<file path="src/logic/simd_mult_pkg.sv">
// Shared types for the packed-SIMD signed multiplier
// Operation codes, kernel modes, the lane view of a word and lane constants

package simd_mult_pkg;

  // Lane geometry
  localparam int unsigned BYTE_W         = 8;
  localparam int unsigned HALF_W         = 16;
  localparam int unsigned NUM_BYTE_LANES = 4;

  // Saturation values for Q7 and Q15 lanes
  localparam logic [BYTE_W-1:0] Q7_MAX  = 8'h7f;
  localparam logic [HALF_W-1:0] Q15_MAX = 16'h7fff;

  // Operation code
  typedef enum logic [2:0] {
    OP_KHM8   = 3'd0,
    OP_KHMX8  = 3'd1,
    OP_KHM16  = 3'd2,
    OP_KHMX16 = 3'd3,
    OP_SMBB16 = 3'd4,
    OP_SMTT16 = 3'd5,
    OP_MUL    = 3'd6
  } simd_op_e;

  // Kernel mode, the two M32 values are the two MUL phases
  typedef enum logic [1:0] {
    M8X8      = 2'd0,
    M16X16    = 2'd1,
    M32_LO    = 2'd2,
    M32_CROSS = 2'd3
  } mult_mode_e;

  // One operand word, seen as byte lanes or halfword lanes
  typedef union packed {
    logic [NUM_BYTE_LANES-1:0][BYTE_W-1:0] byte_lane;
    logic [1:0][HALF_W-1:0]                half_lane;
    logic [31:0]                           word;
  } simd_word_u;

  // Eight signed 9x9 products, index 4*kernel + 2*a_slot + b_slot
  typedef logic [7:0][17:0] kernel_prod_t;

endpackage

</file>
<file path="src/logic/byte_kernel_array.sv">
// Byte kernel array
// Two 16x16 kernels of four signed 9x9 multipliers each, with quadrant
// steering of the B bytes and a per-mode sign decode

`timescale 1ns/1ns

module byte_kernel_array import simd_mult_pkg::*; (
  input  mult_mode_e   mode_i,
  input  logic         crossed_i,
  input  simd_word_u   a_i,
  input  simd_word_u   b_i,
  output kernel_prod_t prod_o
);

  // Operand bytes per slot, index 2*kernel + slot
  logic [NUM_BYTE_LANES-1:0][BYTE_W-1:0] op_a;
  logic [NUM_BYTE_LANES-1:0][BYTE_W-1:0] op_b;
  logic [NUM_BYTE_LANES-1:0]             sign_a;
  logic [NUM_BYTE_LANES-1:0]             sign_b;
  logic                                  swap;

  //////////////////////////////////////////////////////////////////////
  // Quadrant select
  //////////////////////////////////////////////////////////////////////

  // Crossed halfwords and the second MUL phase swap the B halves
  assign swap = (mode_i == M32_CROSS) || ((mode_i == M16X16) && crossed_i);

  // Kernel 0 always sees the low A half, kernel 1 the high half
  assign op_a = a_i.byte_lane;

  assign op_b[0] = swap ? b_i.byte_lane[2] : b_i.byte_lane[0];
  assign op_b[1] = swap ? b_i.byte_lane[3] : b_i.byte_lane[1];
  assign op_b[2] = swap ? b_i.byte_lane[0] : b_i.byte_lane[2];
  assign op_b[3] = swap ? b_i.byte_lane[1] : b_i.byte_lane[3];

  //////////////////////////////////////////////////////////////////////
  // Sign decode
  //////////////////////////////////////////////////////////////////////

  always_comb begin
    unique case (mode_i)
      // Every byte is a signed Q7 value
      M8X8: begin
        sign_a = {op_a[3][BYTE_W-1], op_a[2][BYTE_W-1],
                  op_a[1][BYTE_W-1], op_a[0][BYTE_W-1]};
        sign_b = {op_b[3][BYTE_W-1], op_b[2][BYTE_W-1],
                  op_b[1][BYTE_W-1], op_b[0][BYTE_W-1]};
      end
      // Only the upper byte of a halfword carries a sign
      M16X16: begin
        sign_a = {op_a[3][BYTE_W-1], 1'b0, op_a[1][BYTE_W-1], 1'b0};
        sign_b = {op_b[3][BYTE_W-1], 1'b0, op_b[1][BYTE_W-1], 1'b0};
      end
      // Low word of a 32x32 product, signs do not reach it
      M32_LO, M32_CROSS: begin
        sign_a = '0;
        sign_b = '0;
      end
    endcase
  end

  //////////////////////////////////////////////////////////////////////
  // 9x9 multipliers
  //////////////////////////////////////////////////////////////////////

  for (genvar k = 0; k < 2; k++) begin : g_kernel
    for (genvar i = 0; i < 2; i++) begin : g_a_slot
      for (genvar j = 0; j < 2; j++) begin : g_b_slot
        assign prod_o[4*k + 2*i + j] =
            $signed({sign_a[2*k + i], op_a[2*k + i]}) *
            $signed({sign_b[2*k + j], op_b[2*k + j]});
      end
    end
  end

endmodule

</file>
<file path="src/logic/halfword_adder.sv">
// Halfword adder
// Aligns the four byte products of each kernel into a 32-bit product and
// sums the crossed products during the second MUL phase

`timescale 1ns/1ns

module halfword_adder import simd_mult_pkg::*; (
  input  kernel_prod_t prod_i,
  input  mult_mode_e   mode_i,
  output logic [31:0]  half_prod0_o,
  output logic [31:0]  half_prod1_o
);

  logic signed [31:0] ext [8];
  logic signed [31:0] mid_sum [2];
  logic [1:0][31:0]   kern_sum;
  logic [31:0]        cross_sum;

  // Sign extend each 18-bit partial product
  for (genvar i = 0; i < 8; i++) begin : g_ext
    assign ext[i] = $signed(prod_i[i]);
  end

  //////////////////////////////////////////////////////////////////////
  // Kernel sums
  //////////////////////////////////////////////////////////////////////

  for (genvar k = 0; k < 2; k++) begin : g_kernel
    // Middle terms share the byte weight
    assign mid_sum[k] = ext[4*k + 1] + ext[4*k + 2];

    assign kern_sum[k] = ext[4*k]
                       + (mid_sum[k] <<< BYTE_W)
                       + (ext[4*k + 3] <<< HALF_W);
  end

  // Both crossed halves for the MUL high term
  assign cross_sum = kern_sum[0] + kern_sum[1];

  assign half_prod0_o = (mode_i == M32_CROSS) ? cross_sum : kern_sum[0];
  assign half_prod1_o = kern_sum[1];

endmodule

</file>
<file path="src/logic/lane_result.sv">
// Lane result stage
// Picks the Q7 or Q15 field per lane, saturates the -1 x -1 case and
// selects the word that belongs to the operation

`timescale 1ns/1ns

module lane_result import simd_mult_pkg::*; (
  input  simd_op_e     op_i,
  input  simd_word_u   a_i,
  input  simd_word_u   b_i,
  input  kernel_prod_t prod_i,
  input  logic [31:0]  half_prod0_i,
  input  logic [31:0]  half_prod1_i,
  output simd_word_u   lane_word_o,
  output logic         sat_o
);

  logic                                  crossed;
  logic [NUM_BYTE_LANES-1:0][BYTE_W-1:0] q7;
  logic [NUM_BYTE_LANES-1:0]             sat8;
  logic [1:0][HALF_W-1:0]                q15;
  logic [1:0]                            sat16;
  logic [1:0][31:0]                      half_prod;

  assign crossed   = (op_i == OP_KHMX8) || (op_i == OP_KHMX16);
  assign half_prod = {half_prod1_i, half_prod0_i};

  //////////////////////////////////////////////////////////////////////
  // Q7 byte lanes
  //////////////////////////////////////////////////////////////////////

  for (genvar n = 0; n < NUM_BYTE_LANES; n++) begin : g_byte
    // Lane n lives in kernel n/2, crossed uses the other B slot
    localparam int str_idx = 4*(n/2) + 3*(n%2);
    localparam int crs_idx = 4*(n/2) + 1 + (n%2);

    logic [17:0]       prod;
    logic [BYTE_W-1:0] b_op;

    assign prod    = crossed ? prod_i[crs_idx] : prod_i[str_idx];
    assign b_op    = crossed ? b_i.byte_lane[n ^ 1] : b_i.byte_lane[n];
    assign sat8[n] = (a_i.byte_lane[n] == 8'h80) && (b_op == 8'h80);
    assign q7[n]   = sat8[n] ? Q7_MAX : prod[14:7];
  end

  //////////////////////////////////////////////////////////////////////
  // Q15 halfword lanes
  //////////////////////////////////////////////////////////////////////

  for (genvar k = 0; k < 2; k++) begin : g_half
    logic [HALF_W-1:0] b_op;

    assign b_op     = crossed ? b_i.half_lane[k ^ 1] : b_i.half_lane[k];
    assign sat16[k] = (a_i.half_lane[k] == 16'h8000) && (b_op == 16'h8000);
    assign q15[k]   = sat16[k] ? Q15_MAX : half_prod[k][30:15];
  end

  // Result select
  always_comb begin
    lane_word_o.word = '0;
    sat_o            = 1'b0;
    unique case (op_i)
      OP_KHM8, OP_KHMX8: begin
        lane_word_o.byte_lane = q7;
        sat_o                 = |sat8;
      end
      OP_KHM16, OP_KHMX16: begin
        lane_word_o.half_lane = q15;
        sat_o                 = |sat16;
      end
      OP_SMBB16: lane_word_o.word = half_prod0_i;
      OP_SMTT16: lane_word_o.word = half_prod1_i;
      // MUL is finished in the sequencer
      default:   lane_word_o.word = '0;
    endcase
  end

endmodule

</file>
<file path="src/logic/mult_sequencer.sv">
// Multiplier sequencer
// Decodes the operation into a kernel mode, runs the two MUL phases and
// registers the result, the saturation flag and the valid strobe

`timescale 1ns/1ns

module mult_sequencer import simd_mult_pkg::*; (
  input  logic        clk_i,
  input  logic        rst_ni,
  input  logic        start_i,
  input  simd_op_e    op_i,
  input  simd_word_u  a_i,
  input  simd_word_u  b_i,
  input  simd_word_u  lane_word_i,
  input  logic        lane_sat_i,
  input  logic [31:0] half_prod0_i,
  output mult_mode_e  mode_o,
  output logic        crossed_o,
  output simd_word_u  kern_a_o,
  output simd_word_u  kern_b_o,
  output logic        busy_o,
  output logic        valid_o,
  output simd_word_u  result_o,
  output logic        sat_o
);

  typedef enum logic {IDLE, CROSS} phase_e;

  phase_e      state_q;
  phase_e      state_d;
  simd_word_u  a_q;
  simd_word_u  b_q;
  logic [31:0] part_q;
  logic        issue_mul;
  logic        issue_lane;
  logic        finish;
  simd_word_u  result_d;

  assign issue_mul  = start_i && (state_q == IDLE) && (op_i == OP_MUL);
  assign issue_lane = start_i && (state_q == IDLE) && (op_i != OP_MUL);
  assign finish     = issue_lane || (state_q == CROSS);

  assign state_d = issue_mul ? CROSS : IDLE;
  assign busy_o  = (state_q == CROSS);

  ////////////////////////////////////////////////////////////////////
  // Mode decode and kernel operands
  ////////////////////////////////////////////////////////////////////

  always_comb begin
    mode_o    = M8X8;
    crossed_o = 1'b0;
    kern_a_o  = a_i;
    kern_b_o  = b_i;
    if (state_q == CROSS) begin
      // Cross terms of the captured MUL operands
      mode_o    = M32_CROSS;
      crossed_o = 1'b1;
      kern_a_o  = a_q;
      kern_b_o  = b_q;
    end else begin
      unique case (op_i)
        OP_KHM8:   mode_o = M8X8;
        OP_KHMX8: begin
          mode_o    = M8X8;
          crossed_o = 1'b1;
        end
        OP_KHMX16: begin
          mode_o    = M16X16;
          crossed_o = 1'b1;
        end
        OP_MUL:    mode_o = M32_LO;
        default:   mode_o = M16X16;
      endcase
    end
  end

  // MUL low word adds the cross sum one halfword up
  assign result_d.word = (state_q == CROSS) ? part_q + {half_prod0_i[15:0], 16'h0000}
                                            : lane_word_i.word;

  always_ff @(posedge clk_i or negedge rst_ni) begin
    if (!rst_ni) begin
      state_q <= IDLE;
      valid_o <= 1'b0;
      sat_o   <= 1'b0;
    end else begin
      state_q <= state_d;
      valid_o <= finish;
      sat_o   <= issue_lane && lane_sat_i;
    end
  end

  // Operand capture and result registers
  always_ff @(posedge clk_i) begin
    if (issue_mul) begin
      a_q    <= a_i;
      b_q    <= b_i;
      part_q <= half_prod0_i;
    end
    if (finish) begin
      result_o <= result_d;
    end
  end

endmodule

</file>
<file path="src/logic/simd_mult.sv">
// Packed-SIMD signed multiplier
// Q7 and Q15 saturating lane multiplies, halfword products and a
// two-cycle 32x32 low-word multiply on eight 8x8 kernels

`timescale 1ns/1ns

module simd_mult import simd_mult_pkg::*; (
  input  logic       clk_i,
  input  logic       rst_ni,
  input  logic       start_i,
  input  simd_op_e   op_i,
  input  simd_word_u a_i,
  input  simd_word_u b_i,
  output simd_word_u result_o,
  output logic       sat_o,
  output logic       valid_o,
  output logic       busy_o
);

  mult_mode_e   mode;
  logic         crossed;
  simd_word_u   kern_a;
  simd_word_u   kern_b;
  kernel_prod_t prod;
  logic [31:0]  half_prod0;
  logic [31:0]  half_prod1;
  simd_word_u   lane_word;
  logic         lane_sat;

  ////////////////////////////////////////////////////////////////////
  // Datapath
  ////////////////////////////////////////////////////////////////////

  byte_kernel_array u_kernels (
    .mode_i    (mode),
    .crossed_i (crossed),
    .a_i       (kern_a),
    .b_i       (kern_b),
    .prod_o    (prod)
  );

  halfword_adder u_adder (
    .prod_i       (prod),
    .mode_i       (mode),
    .half_prod0_o (half_prod0),
    .half_prod1_o (half_prod1)
  );

  lane_result u_lanes (
    .op_i         (op_i),
    .a_i          (kern_a),
    .b_i          (kern_b),
    .prod_i       (prod),
    .half_prod0_i (half_prod0),
    .half_prod1_i (half_prod1),
    .lane_word_o  (lane_word),
    .sat_o        (lane_sat)
  );

  // Control and output registers
  mult_sequencer u_seq (
    .clk_i        (clk_i),
    .rst_ni       (rst_ni),
    .start_i      (start_i),
    .op_i         (op_i),
    .a_i          (a_i),
    .b_i          (b_i),
    .lane_word_i  (lane_word),
    .lane_sat_i   (lane_sat),
    .half_prod0_i (half_prod0),
    .mode_o       (mode),
    .crossed_o    (crossed),
    .kern_a_o     (kern_a),
    .kern_b_o     (kern_b),
    .busy_o       (busy_o),
    .valid_o      (valid_o),
    .result_o     (result_o),
    .sat_o        (sat_o)
  );

endmodule

</file>
<file path="config.mk">
export PLATFORM = sky130hd
export DESIGN_NAME = simd_mult
export DESIGN_NICKNAME = d
export VERILOG_FILES = /design/src/logic/simd_mult_pkg.sv /design/src/logic/byte_kernel_array.sv /design/src/logic/halfword_adder.sv /design/src/logic/lane_result.sv /design/src/logic/mult_sequencer.sv /design/src/logic/simd_mult.sv
export SDC_FILE = /design/constraint.sdc
export NUM_CORES = 2
export LEC_CHECK = 0
export BUFFER_PORTS_ARGS = -buffer_cell sky130_fd_sc_hd__buf_2
export CORE_UTILIZATION = 55
export DETAILED_ROUTE_END_ITERATION = 8
export PLACE_DENSITY = 0.78
export RECOVER_POWER = 100
export SETUP_SLACK_MARGIN = 0.5
export SYNTH_ARGS = -nofsm -noshare
export SYNTH_HDL_FRONTEND = slang
export SYNTH_SLANG_ARGS = --single-unit
</file>
<file path="constraint.sdc">
create_clock -name clk_i -period 12.1 [get_ports clk_i]
set_input_delay 1.21 -clock clk_i [delete_from_list [all_inputs] [get_ports clk_i]]
set_output_delay 1.21 -clock clk_i [all_outputs]
set_load 0.03 [all_outputs]
</file>
Yosys cells after proc, flatten, opt, wreduce, memory -nomap -nowiden. Cells that the tools add are included.

Output and inout port bits: 35. Input bits: 70. Bits in registers: 131. Word-level logic and storage cells: 101.

Eq/ne operators: 22. $add $sub $neg: 8. Multipliers: 8. Reduce and logical (&&, ||, !) cells: 22. Mux-type cells: 33. Bitwise gates (word level): 1.

Operators with widths (number): $add 32x32->32 (4); $mux 32 (4); $pmux 32 s4 (1); $mul 9x9->18 (6); $mux 8 (12); $eq 16x16->1 const B (4); $eq 8x8->1 const B (8); $mux 16 (4); $mux 15 (4); $add 18x27->28 (2); $add 18x18->19 (2); $mul 9x9->16 (2); $pmux 4 s3 (2); $logic_and 1x1->1 (11); $reduce_or 2->1 (5); $eq 3x3->1 const B (3); $eq 3x2->1 const B (2); $eq 2x2->1 const B (2); $pmux 2 s2 (1); $reduce_or 4->1 (1); $eq 3x1->1 const B (1); $logic_not 3->1 (1); $logic_or 1x1->1 (3); $mux 1 (3); other kinds (6) (6).

Longest topological paths before layout.
Word-level depth: 18. Gate-level depth with buffers: 60. Mapped depth without buffers: 54.

By module. A second synthesis with hierarchy kept.

Cells, all modules: 4260. Area total of the unflattened synthesis: 39449.1 um^2.

Modules (own cells, without submodules): byte_kernel_array (times used 1, seq. area each 0.0 um^2, area an instance 25066.5 um^2, cells an instance 2811); halfword_adder (times used 1, seq. area each 0.0 um^2, area an instance 6520.0 um^2, cells an instance 850); mult_sequencer (times used 1, seq. area each 3918.8 um^2, area an instance 5871.9 um^2, cells an instance 358); lane_result (times used 1, seq. area each 0.0 um^2, area an instance 1990.7 um^2, cells an instance 241).

Worst setup path after synthesis. No wires, ideal clock.

Path type: input to register. From: input op_i[2]. To: register u_seq.part_q[31], data pin. Library setup time: 0.258 ns. Cell stages on the path: 53. Data arrival time: 12.239 ns. Path slack: -0.397 ns. Required time: 11.842 ns. Cells stage by stage: buf_2 -> nor2b_2 -> a21oi_1 -> clkbuf_1 -> buf_1 -> nand2_1 -> o21ai_1 -> buf_2 -> nand2_1 -> fa_1 -> inv_1 -> fa_1 -> fa_1 -> fa_1 -> inv_1 -> fa_1 -> inv_1 -> ha_1 -> (+17 left out) -> a21o_1 -> a21oi_1 -> xnor2_1 -> ha_1 -> or4_1 -> o22a_1 -> a211oi_2 -> nand2_1 -> a311o_1 -> a21o_1 -> xor2_1 -> ha_1 -> o21ai_0 -> nand2b_1 -> o41ai_2 -> o21ba_1 -> mux2i_1 -> xnor2_1.

Cells in the longest elaborated chain, start to end: 15. Elaborated cells on any way between the ends: 39. Those cells by class: add/sub: 7; mul: 8; eq/ne: 6; mux: 11; reduce/logical: 7.

RTL lines: start, declared (line simd_mult.sv:11) `input simd_op_e op_i,`; $eq 3x1->1 / $logic_not 3->1 (equally long branches) (line mult_sequencer.sv:62) `unique case (op_i)`; $reduce_or 2->1 (no source line); $pmux 2 s2 (line mult_sequencer.sv:62); $mux 2 (line mult_sequencer.sv:55) `if (state_q == CROSS) begin`; $eq 2x1->1 (line byte_kernel_array.sv:27, byte_kernel_array.sv:42); $logic_and 1x1->1 (line byte_kernel_array.sv:27) `assign swap = (mode_i == M32_CROSS) || ((mode_i == M16X16) && crossed_i);`; $logic_or 1x1->1 (line byte_kernel_array.sv:27); $mux 8, on equally long branches; $pmux 4 s3 (line byte_kernel_array.sv:42) `unique case (mode_i)`; $mul 9x9->18 (line byte_kernel_array.sv:71) `$signed({sign_a[2*k + i], op_a[2*k + i]}) *`; $add 18x18->19 (line halfword_adder.sv:30) `assign mid_sum[k] = ext[4*k + 1] + ext[4*k + 2];`; $add 18x27->28 (line halfword_adder.sv:33) `+ (mid_sum[k] <<< BYTE_W)`; $add 32x32->32 (line halfword_adder.sv:34) `+ (ext[4*k + 3] <<< HALF_W);`; $add 32x32->32 (line halfword_adder.sv:38) `assign cross_sum = kern_sum[0] + kern_sum[1];`; $mux 32 * (line halfword_adder.sv:40) `assign half_prod0_o = (mode_i == M32_CROSS) ? cross_sum : kern_sum[0];`; named net half_prod0[31] (line simd_mult.sv:25) `logic [31:0] half_prod0;`; end signal, assigned (line mult_sequencer.sv:99) `part_q <= half_prod0_i;`; end, declared (line mult_sequencer.sv:33) `logic [31:0] part_q;`.

The timed path passes the listed nets; every way through them passes the cells marked *. A chain may end at the register's enable or synchronous reset.

==> impl_metrics.ini <==
[detailed_routing]
drt.antenna.violating_nets = 0
wl_um = 121200
drc_errors = 11
viasPerCell = 5.987
drt_iter0_markers = 3670
detail_route.first_pass.iterations = 9
vias = 32458
wl_per_cell_um = 22.37

[clocking]
insertion_delay_ps = 470
cts_hold_buf = 0
cts_tree = yes
cts.clk_slew.worst_paths_ps = 70
htreeDepth = 4
cts.path.max_buffers = 2
cts.sinks = 131
cts_buffers = 17
cts_root_buf = clkbuf_16

[timing]
period_needed_ps = 11600
rsz0062_at_grt = true
hold_viol = 0
max_slew_margin = -1.990
worst_slew_pin_slew_ps = 4485
slew_viol_final = 129
fmax_ghz = 0.08621
finalWorstSetupSlack_ps = 500.0
setup_viol = 0
period_share = 0.9587
clock_skew_ps = 23.47

[floorplanning]
die_area_um2 = 68290
die_w_um = 261.3
initial_core_util = 0.5596
core_area_um2 = 66100
die_h_um = 261.3
num_rows = 94
io_pins = 105

[logic_synthesis]
yosysWarnings = 0
syn_avg_cell_area_um2 = 8.727
synth.ff_latch_count = 131
synthTopCellsByArea = fa_1, ha_1, edfxtp_1, inv_1, nand2_1
synthesis.area_um2 = 36990
synth-seq-area-share = 0.1060
syn_inst = 4238
syn_nets = 5300
synthFlopType = edfxtp_1
yosysTopAreaCellShare = 0.2988
synth.distinct_cells = 98
synth_top_area_cell = fa_1
synth_enable_flop_cells = 128
async_reset_ff_frac = 0.02290

[status]
violations = design-rule violations, max-capacitance violations, max-slew violations
run_status = finished with violations

[place]
dp_worst_setup_slack_ps = -48.32
placedInstanceArea_um2 = 40140
placed_cells = 5318
port_buffers = 104
place_congestion = 1.070
place_hpwl_um = 96200

[setup_path]
cp.arrival_ps = 11680
crit_path_start_kind = input port
slowest_stage = fa_1
worst-setup-path-type = input port to register
rrSetupSlack_ps = 530
critPathLaunch = op_i[1]
endpoint_kind = register
reg2reg_depth = 45
worst_ep_required_time_ps = 12180
critPathMaxStageDelay_ps = 550
cp_max_fo = 18
timing.rr.start = u_seq.busy_o
cpMostUsedCell = ha_1

[min_path]
hp-class = input port to asynchronous set/reset pin

[finish]
layout_common_cells = inv_1, fa_1, nand2_1
area_growth_pct = 14.72
final_layout_size_suffix_gt1_frac = 0.1367
nets = 5605
final_cells = 5421
final_area_um2 = 42430
final_common_cell = inv_1

[job]
maxCapViolations = 2

[global_routing]
gr-usage-all-layers = 0.3501
grt_pass1_wl_um = 180800
antenna_found_initial = 3
grt_max_degree = 72
grt_pass1_vias = 31747
grt_overflow = 0
state kept, by name, summed over array words and instances (netlist names):
name            cells
u_seq.a_q          32
u_seq.b_q          32
u_seq.part_q       32
u_seq.result_o     32
u_seq.busy_o        1
u_seq.sat_o         1
u_seq.valid_o       1
metrics by stage:
| step | setup TNS (ps) | utilization | hold slack [ps] |
|---|---|---|---|
| after floorplan | 0 | - | 497.2 |
| final | 0 | 0.6420 | 537.5 |
| after CTS | 0 | 0.6167 | 520.4 |
| after global placement | 0 | 0.6073 | 512.1 |
| after global routing | 0 | 0.6420 | 548.2 |
| after detailed placement | -88.46 | 0.6073 | 528.6 |
critical path: cells and delay by family:
kind                       cells  cell delay, ps
AOI/OAI and AO/OA             19            2920
xor gates and xnor gates       4             700
adders and majority gates     10            3010
buffers and inverters         14            1890
and+or+nand+nor               12            1910
path summary, 6_finish.rpt:
kind / end
min: u_seq.busy_o
max reg2reg: u_seq.result_o[27]
min in group clk_i: u_seq.result_o[14]
max: u_seq.result_o[27]
min reg2reg: u_seq.result_o[14]
max in group asynchronous: u_seq.busy_o
logic make-up after synthesis:
group,synth area share
compound gates,0.1243
xor+xnor,0.06268
fa+ha+maj,0.4479
buf+inv,0.08758
flops,0.1060
mux,0.03566
simple gates,0.1359
cell type report:
cell class                      count  area (um^2)
Inverter                          730         2748
Tap cell                          864         1081
Multi-Input combinational cell   3255        31160
Clock inverter                     14        142.6
Timing Repair Buffer              408         2948
Clock buffer                       18        429.2
Fill cell                        5429        23670
Sequential cell                   131         3923
Antenna cell                        1        2.502
cells in the mapped netlist, types with 25 or more instances:
library cell,instances
xor2_1,57
o21a_1,55
a21o_1,73
o21ai_0,130
mux2i_1,75
o21bai_1,40
xnor2_1,202
a31oi_1,25
inv_1,724
nor3_1,55
fa_1,552
mux2_2,48
nor2_1,424
nand2b_1,28
edfxtp_1,128
ha_1,440
buf_2,27
nand3_1,41
clkbuf_1,86
nand2_1,500
a21oi_1,196
layer usage:
metal | track usage | vias up | part of all wire
li1 | - | 14443 | -
met1 | 0.4790 | 15627 | 0.39
met2 | 0.5136 | 2020 | 0.42
met3 | 0.1172 | 362 | 0.15
met4 | 0.1279 | 6 | 0.043
met5 | 0.01042 | - | 0.0010
what timing repair did:
item | in CTS | in global routing
buffers inserted | 1 | 61
setup endpoints to repair | 5 | 27
pin swaps | 1 | 96
resized for setup | 7 | 253
gates cloned | 0 | 8
Power is not shown: default switching activity piles up to over one toggle a cycle in this logic, so the estimate is an artifact.
